### src/hdl/mbox_pkg.sv
package mbox_pkg;

  // Word and buffer sizing
  localparam int DATA_WIDTH  = 32;
  localparam int FIFO_DEPTH  = 16;
  localparam int COUNT_WIDTH = 5;  // Holds 0 to FIFO_DEPTH inclusive
  localparam int PTR_WIDTH   = 4;  // Indexes FIFO_DEPTH entries

  // AXI response codes, only the two this block returns
  typedef enum logic [1:0] {
    OKAY   = 2'd0,
    SLVERR = 2'd2
  } resp_e;

  // Write request from the master, no address bits since there is one port
  typedef struct packed {
    logic                  awvalid;
    logic                  wvalid;
    logic [DATA_WIDTH-1:0] wdata;
    logic                  bready;
  } axil_wr_req_t;

  // Write response back to the master
  typedef struct packed {
    logic  awready;
    logic  wready;
    logic  bvalid;
    resp_e bresp;
  } axil_wr_rsp_t;

  // Read request from the master
  typedef struct packed {
    logic arvalid;
    logic rready;
  } axil_rd_req_t;

  // Read response back to the master
  typedef struct packed {
    logic                  arready;
    logic                  rvalid;
    logic [DATA_WIDTH-1:0] rdata;
    resp_e                 rresp;
  } axil_rd_rsp_t;

  // One stream beat, tready runs as a separate wire the other way
  typedef struct packed {
    logic                  tvalid;
    logic [DATA_WIDTH-1:0] tdata;
  } axis_beat_t;

endpackage

### src/hdl/axi_axis_writer.sv
module axi_axis_writer
  import mbox_pkg::*;
(
  input  logic         aclk,
  input  logic         aresetn,

  // AXI4-Lite write channels
  input  axil_wr_req_t wr_req,
  output axil_wr_rsp_t wr_rsp,

  // Stream push into the FIFO
  output axis_beat_t   push_beat,
  input  logic         push_ready   // FIFO not full
);

  logic                  accept_q, accept_d;  // awready/wready pulse
  logic                  bvalid_q, bvalid_d;  // Response pending
  logic                  push_q, push_d;      // One-cycle push strobe
  resp_e                 bresp_q, bresp_d;
  logic [DATA_WIDTH-1:0] data_q;
  logic                  wr_accept;

  // Address and data arrive together; only one write is in flight at a time
  assign wr_accept = wr_req.awvalid & wr_req.wvalid & ~bvalid_q;

  always_ff @(posedge aclk)
  begin
    if (!aresetn)
    begin
      accept_q <= 1'b0;
      bvalid_q <= 1'b0;
      push_q   <= 1'b0;
      bresp_q  <= OKAY;
    end
    else
    begin
      accept_q <= accept_d;
      bvalid_q <= bvalid_d;
      push_q   <= push_d;
      bresp_q  <= bresp_d;
    end
  end

  // Word is held for the push cycle that follows acceptance
  always_ff @(posedge aclk)
  begin
    if (wr_accept)
    begin
      data_q <= wr_req.wdata;
    end
  end

  always_comb
  begin
    accept_d = wr_accept;               // Ready is high for exactly one cycle
    push_d   = wr_accept & push_ready;  // No push if FIFO was full at accept
    bvalid_d = bvalid_q;
    bresp_d  = bresp_q;

    if (wr_accept)
    begin
      bvalid_d = 1'b1;
      // Full buffer refuses the word, it is dropped here
      bresp_d  = push_ready ? OKAY : SLVERR;
    end
    else if (bvalid_q & wr_req.bready)
    begin
      bvalid_d = 1'b0;
    end
  end

  // Only the writer fills the FIFO, so space seen at accept still holds here
  assign push_beat.tvalid = push_q;
  assign push_beat.tdata  = data_q;

  assign wr_rsp.awready = accept_q;
  assign wr_rsp.wready  = accept_q;
  assign wr_rsp.bvalid  = bvalid_q;
  assign wr_rsp.bresp   = bresp_q;

endmodule

### src/hdl/axis_fifo.sv
module axis_fifo
  import mbox_pkg::*;
(
  input  logic                   aclk,
  input  logic                   aresetn,

  // Write side
  input  axis_beat_t             push_beat,
  output logic                   push_ready,

  // Read side, first word falls through
  output axis_beat_t             pop_beat,
  input  logic                   pop_ready,

  output logic [COUNT_WIDTH-1:0] fill_count
);

  logic [DATA_WIDTH-1:0]  mem [FIFO_DEPTH];
  logic [PTR_WIDTH-1:0]   wr_ptr_q;
  logic [PTR_WIDTH-1:0]   rd_ptr_q;
  logic [COUNT_WIDTH-1:0] count_q;
  logic                   full;
  logic                   empty;
  logic                   do_push;
  logic                   do_pop;

  // Status comes straight from the occupancy counter
  assign full  = (count_q == COUNT_WIDTH'(FIFO_DEPTH));
  assign empty = (count_q == '0);

  assign do_push = push_beat.tvalid & ~full;
  assign do_pop  = pop_ready & ~empty;

  // Storage array
  always_ff @(posedge aclk)
  begin
    if (do_push)
    begin
      mem[wr_ptr_q] <= push_beat.tdata;
    end
  end

  always_ff @(posedge aclk)
  begin
    if (!aresetn)
    begin
      wr_ptr_q <= '0;
      rd_ptr_q <= '0;
      count_q  <= '0;
    end
    else
    begin
      if (do_push)
      begin
        // Wrap at the last entry
        wr_ptr_q <= (wr_ptr_q == PTR_WIDTH'(FIFO_DEPTH - 1)) ? '0 : wr_ptr_q + 1'b1;
      end

      if (do_pop)
      begin
        rd_ptr_q <= (rd_ptr_q == PTR_WIDTH'(FIFO_DEPTH - 1)) ? '0 : rd_ptr_q + 1'b1;
      end

      // Push and pop together leave the level unchanged
      case ({do_push, do_pop})
        2'b10:   count_q <= count_q + 1'b1;
        2'b01:   count_q <= count_q - 1'b1;
        default: count_q <= count_q;
      endcase
    end
  end

  assign push_ready = ~full;

  // Head word is presented without a register stage
  assign pop_beat.tvalid = ~empty;
  assign pop_beat.tdata  = mem[rd_ptr_q];

  assign fill_count = count_q;

endmodule

### src/hdl/axi_axis_reader.sv
module axi_axis_reader
  import mbox_pkg::*;
(
  input  logic         aclk,
  input  logic         aresetn,

  // AXI4-Lite read channels
  input  axil_rd_req_t rd_req,
  output axil_rd_rsp_t rd_rsp,

  // Stream head from the FIFO
  input  axis_beat_t   pop_beat,
  output logic         pop_ready
);

  logic                  ready_q, ready_d;  // Drives arready and the pop
  logic                  valid_q, valid_d;
  logic [DATA_WIDTH-1:0] rdata_q, rdata_d;
  logic                  rd_accept;

  // A new read waits until the previous data has been taken
  assign rd_accept = rd_req.arvalid & ~valid_q;

  always_ff @(posedge aclk)
  begin
    if (!aresetn)
    begin
      ready_q <= 1'b0;
      valid_q <= 1'b0;
      rdata_q <= '0;
    end
    else
    begin
      ready_q <= ready_d;
      valid_q <= valid_d;
      rdata_q <= rdata_d;
    end
  end

  always_comb
  begin
    ready_d = 1'b0;  // Single-cycle pulse
    valid_d = valid_q;
    rdata_d = rdata_q;

    if (rd_accept)
    begin
      ready_d = 1'b1;
      valid_d = 1'b1;
      // Empty mailbox reads as zero, nothing is popped then
      rdata_d = pop_beat.tvalid ? pop_beat.tdata : '0;
    end
    else if (valid_q & rd_req.rready)
    begin
      valid_d = 1'b0;
    end
  end

  assign rd_rsp.arready = ready_q;
  assign rd_rsp.rvalid  = valid_q;
  assign rd_rsp.rdata   = rdata_q;
  assign rd_rsp.rresp   = OKAY;  // Reads never fail

  // FIFO only pops if its head is still valid
  assign pop_ready = ready_q;

endmodule

### src/hdl/axi_mailbox.sv
module axi_mailbox
  import mbox_pkg::*;
(
  input  logic                   aclk,
  input  logic                   aresetn,

  // Write port, each write pushes one word
  input  axil_wr_req_t           wr_req,
  output axil_wr_rsp_t           wr_rsp,

  // Read port, each read pops the oldest word
  input  axil_rd_req_t           rd_req,
  output axil_rd_rsp_t           rd_rsp,

  // Current number of buffered words
  output logic [COUNT_WIDTH-1:0] fill_count
);

  axis_beat_t push_beat;   // Writer to FIFO
  logic       push_ready;
  axis_beat_t pop_beat;    // FIFO to reader
  logic       pop_ready;

  // Write side
  axi_axis_writer writer_i (
    .aclk       (aclk),
    .aresetn    (aresetn),
    .wr_req     (wr_req),
    .wr_rsp     (wr_rsp),
    .push_beat  (push_beat),
    .push_ready (push_ready)
  );

  axis_fifo fifo_i (
    .aclk       (aclk),
    .aresetn    (aresetn),
    .push_beat  (push_beat),
    .push_ready (push_ready),
    .pop_beat   (pop_beat),
    .pop_ready  (pop_ready),
    .fill_count (fill_count)
  );

  // Read side
  axi_axis_reader reader_i (
    .aclk      (aclk),
    .aresetn   (aresetn),
    .rd_req    (rd_req),
    .rd_rsp    (rd_rsp),
    .pop_beat  (pop_beat),
    .pop_ready (pop_ready)
  );

endmodule

### config.mk
export PLATFORM = sky130hd
export DESIGN_NAME = axi_mailbox
export DESIGN_NICKNAME = d
export VERILOG_FILES = /design/src/hdl/mbox_pkg.sv /design/src/hdl/axi_axis_writer.sv /design/src/hdl/axis_fifo.sv /design/src/hdl/axi_axis_reader.sv /design/src/hdl/axi_mailbox.sv
export SDC_FILE = /design/constraint.sdc
export NUM_CORES = 1
export LEC_CHECK = 0
export BUFFER_PORTS_ARGS = -buffer_cell sky130_fd_sc_hd__buf_2
export CAP_MARGIN = 20
export CORE_MARGIN = 2
export CORE_UTILIZATION = 40
export CTS_BUF_LIST = sky130_fd_sc_hd__clkbuf_4 sky130_fd_sc_hd__clkbuf_8
export CTS_CLUSTER_DIAMETER = 150
export CTS_CLUSTER_SIZE = 28
export DETAILED_ROUTE_END_ITERATION = 12
export PLACE_DENSITY_LB_ADDON = 0.1
export SYNTH_ARGS = -nofsm -noshare
export SYNTH_HDL_FRONTEND = slang
export SYNTH_SLANG_ARGS = --single-unit
### constraint.sdc
create_clock -name aclk -period 5 [get_ports aclk]
set_clock_uncertainty 0.15 [all_clocks]
set_input_delay 0.5 -clock aclk [delete_from_list [all_inputs] [get_ports aclk]]
set_output_delay 0.5 -clock aclk [all_outputs]
set_load 0.01 [all_outputs]
==> flow_summary.rst <==
.. list-table::
   :header-rows: 1

   * - Metric
     - Value
   * - Maximum number of pins on one net before global-route repair
     - 63
   * - Parity-gate share of the synthesized area counting xor and xnor cells
     - less than 1%
   * - IO Count
     - 85
   * - Placer's final routability congestion estimate
     - 0.726
   * - Clock slew at the register clock pins of the worst setup and hold paths
     - around 0.15 ns
   * - Cell with the most instances after synthesis
     - sky130_fd_sc_hd__edfxtp_1
   * - Main synth FF type
     - sky130_fd_sc_hd__edfxtp_1
   * - Global-route usage over all layers
     - 17.7%
   * - Max-slew headroom at the worst pin
     - about 32%
   * - FF-to-FF setup slack
     - 1.92 ns
   * - Nature of the critical path startpoint
     - register
   * - Clock latency at the later pin of the worst-skew pair
     - 0.65 ns
   * - Max-capacitance violation count
     - 0
   * - Post-synthesis cell area
     - 22600 sq um
   * - Post-synthesis to final-layout area growth
     - 10.2%
   * - Required time of the worst setup path
     - roughly 5.4 ns
   * - Standard-cell row count
     - 87
   * - Setup TNS
     - 0 ns
   * - GR met1 Demand/Resource
     - about 25%
   * - Total area of multi-input combinational cells
     - 4900 sq um
   * - Clk Tree Root Cell
     - sky130_fd_sc_hd__clkbuf_8
   * - Total clock sinks
     - about 600
   * - Total gr overflow
     - 0
   * - Cells taking the most area after synthesis
     - sky130_fd_sc_hd__edfxtp_1, sky130_fd_sc_hd__mux4_2, sky130_fd_sc_hd__dfxtp_1, sky130_fd_sc_hd__mux2_2, sky130_fd_sc_hd__mux2i_1
   * - Worst reg2reg path depth
     - 10
   * - Ratio of total power to cell area
     - between 300 and 400 nW/um^2
   * - Fillcell total
     - ~4800
   * - Post-synthesis mux area share
     - around 16%
   * - Setup repair after global routing missed its margin
     - no
   * - Min setup slack post-route
     - a little under 2 ns
   * - Total wire length
     - 50.4 mm
   * - Routed via count divided by cell count
     - 5.39
   * - RR Endpoint
     - fifo_i.fill_count[2]
   * - Non-filler instance count after layout
     - ~1900
   * - First-pass GRT wire length
     - around 74 mm
   * - Most frequent cells after synthesis
     - sky130_fd_sc_hd__edfxtp_1, sky130_fd_sc_hd__mux4_2, sky130_fd_sc_hd__dfxtp_1
   * - Drt drc
     - 0
   * - Vertical extent of the die
     - around 240 um
   * - Average wire per standard cell
     - roughly 26 um
   * - Worst reg2reg startpoint
     - fifo_i.fill_count[1]
   * - Number of gates resized after CTS
     - 0
   * - Register area
     - approximately 17000 sq um
   * - Proportion of register bits with asynchronous set or reset after synthesis
     - 0%
   * - Remaining number of nets flagged by the antenna check after routing
     - 0
   * - Status
     - complete, no violations
   * - Initial DRC count
     - 727
   * - DP Wirelength
     - approximately 28 mm
   * - Kind of end point of the critical path
     - register
   * - Met3 capacity usage during global routing
     - 1.97%
   * - Type of the tightest min-delay check
     - primary input to register
   * - Slew at the pin with the worst max-slew slack
     - around 1.0 ns
   * - Deepest level of the CTS H-tree
     - 1
   * - Main combinational cell family by area after synthesis
     - multiplexers
   * - First drt pass iteration count
     - 4
   * - Vias post-DR
     - between 10000 and 15000
   * - Number of max-slew violations in the final report
     - 0
   * - Post-layout min period
     - just over 3 ns
   * - Post-layout nets
     - 1200
   * - Busiest metal layer after global routing
     - met2
   * - CTS max path bufs
     - 3
   * - Count of distinct cell types in the synthesized netlist
     - 45
   * - CTS tree
     - done
   * - Via count of the first global-routing pass
     - between 10000 and 15000
   * - Maximum clock rate
     - 325 MHz
   * - Number of enable-type register cells in the synthesized netlist
     - approximately 540
   * - Register bit count reported by yosys
     - 599
   * - Portion of synthesized cell area occupied by the leading cell type
     - around 72%
   * - Total cell area at the placement stage
     - 24000 sq um
   * - Worst setup path end
     - fifo_i.fill_count[2]
   * - Count of port buffers added during placement
     - between 80 and 90
   * - Category of the most critical setup path
     - register to register
   * - Starting Density
     - between 40% and 50%
   * - Synthesized area divided by synthesized cell count
     - 21.7 sq um
   * - Core ar.
     - between 50000 and 60000 sq um
   * - Arithmetic-cell share of the synthesized area counting full adders, half adders and majority gates
     - 0.499%
   * - Hold path startpoint
     - rd_req[1]
   * - Layout Cell Area excl Fill
     - between 20000 and 25000 sq um
   * - Number of hold violations in the final report
     - 0
   * - Die area
     - 58300 sq um
   * - Share of the yosys chip area belonging to registers
     - between 70% and 80%
   * - Warnings from Yosys
     - 0
   * - Total instance count after detailed placement
     - 1846
   * - Worst EP arrival
     - 3.51 ns
   * - M2 GR Usage
     - between 30% and 40%
   * - Max VDD drop
     - roughly 0.24 mV
   * - Worst Setup Slack post-DPL
     - between 1.5 and 2 ns
   * - # Post-CTS Setup Buffers
     - 0
   * - Antenna violations before repair
     - 1
   * - Leakage power
     - 7.61 nW
   * - Chip Width
     - 241 um
   * - Launch point of the critical path
     - fifo_i.fill_count[1]
   * - Synthesized-area fraction occupied by ao, oa, aoi and oai cells
     - around 2.3%
   * - Instance count of the mapped netlist
     - 1038
   * - Crit share post-route
     - between 60% and 70%
   * - Maximum fanout along the worst path
     - 9
   * - Fraction of layout cells with a size suffix above 1
     - 29.4%
   * - Most area-hungry cell type in the Yosys netlist
     - sky130_fd_sc_hd__edfxtp_1
   * - Final setup violating endpoints
     - 0
   * - Post-Synth Simple-Gate Area
     - between 2 and 2.5%
   * - Total clock buffers created by CTS
     - 25
==> cell families (layout without fill, tap and decap cells) <==
kind of cell,Yosys count,in the layout
AO/OA/AOI/OAI,59,59
flip-flops,599,599
other,1,4
buffers and inverters,71,200
adder cells (fa/ha/maj),9,9
multiplexers,194,194
AND/OR/NAND/NOR,100,100
XOR/XNOR,5,5
==> routing by layer <==
| layer | up-vias | share of wire (%) |
|---|---|---|
| met5 | - | 0 |
| met4 | 0 | 1.7 |
| met3 | 47 | 3.0 |
| met2 | 160 | 50 |
| met1 | 5686 | 45 |
| li1 | 4496 | - |
==> per-stage QoR <==
stage	power (mW)	utilization (%)	hold WS, ns
global placement	5.86	42.8	0.318
floorplan	5.76	-	0.330
finish	7.80	44.3	0.0811
global route	8.09	44.3	0.0315
detailed placement	5.86	42.8	0.323
CTS	7.91	44.3	0.0182
==> registers in the layout, indices dropped and copies added (netlist names), named ones only <==
register            cells
fifo_i.mem            512
reader_i.rdata_q       32
writer_i.data_q        32
fifo_i.fill_count       5
fifo_i.rd_ptr_q         4
fifo_i.wr_ptr_q         4
reader_i.pop_ready      1
reader_i.valid_q        1
writer_i.accept_q       1
writer_i.bresp_q        1
writer_i.bvalid_q       1
writer_i.push_q         1
==> cell usage in the layout, fill, tap and decap left out, types with 17 or more instances in the layout <==
master                            n
sky130_fd_sc_hd__clkbuf_4        18
sky130_fd_sc_hd__buf_4           30
sky130_fd_sc_hd__a221o_1         32
sky130_fd_sc_hd__dlygate4sd3_1   35
sky130_fd_sc_hd__nor3_1          35
sky130_fd_sc_hd__nand2_1         17
sky130_fd_sc_hd__clkbuf_8        25
sky130_fd_sc_hd__mux4_2         128
sky130_fd_sc_hd__mux2i_1         34
sky130_fd_sc_hd__buf_2           81
sky130_fd_sc_hd__edfxtp_1       544
sky130_fd_sc_hd__dfxtp_1         51
sky130_fd_sc_hd__mux2_2          32
==> power by group <==
part,total [mW],internal (mW),leakage (nW),switching (mW)
registers,5.54,5.47,5.35,0.0666
clock network,2.04,0.619,0.272,1.42
logic,0.224,0.115,1.98,0.109
==> worst min path at each step <==
stage	to	cells past startpoint
4_1_cts	reader_i.pop_ready	2
2_1_floorplan	register	2
5_1_grt	reader_i.pop_ready	2
3_5_place_dp	reader_i.rdata_q[10]	1
6_report	reader_i.pop_ready	2
3_3_place_gp	reader_i.rdata_q[10]	1
==> worst max-delay path, stage by stage, from the launching register on <==
cell                       delay [ns]
sky130_fd_sc_hd__dfxtp_1         0.42
sky130_fd_sc_hd__nor4_1          0.65
sky130_fd_sc_hd__a21boi_2        0.24
sky130_fd_sc_hd__inv_1           0.17
sky130_fd_sc_hd__ha_1            0.32
sky130_fd_sc_hd__xor2_1          0.11
sky130_fd_sc_hd__ha_1            0.21
sky130_fd_sc_hd__a21oi_1         0.19
sky130_fd_sc_hd__xnor2_1         0.10
sky130_fd_sc_hd__or3_1           0.30
sky130_fd_sc_hd__a21boi_0        0.15
==> layout make-up <==
class | count | share of cell area, %
Inverter | 8 | 0.121
Tap cell | 756 | 3.81
Antenna cell | 1 | 0.0101
Timing Repair Buffer | 148 | 4.11
Clock buffer | 43 | 1.93
Clock inverter | 1 | 0.0806
Sequential cell | 599 | 70.2
Multi-Input combinational cell | 370 | 19.7
==> repair_timing <==
item	CTS	global route
setup endpoints to repair	0	0
endpoints found under the hold margin	34	0
hold buffers	35	0
No activity file was read; power rests on OpenSTA's default activity.
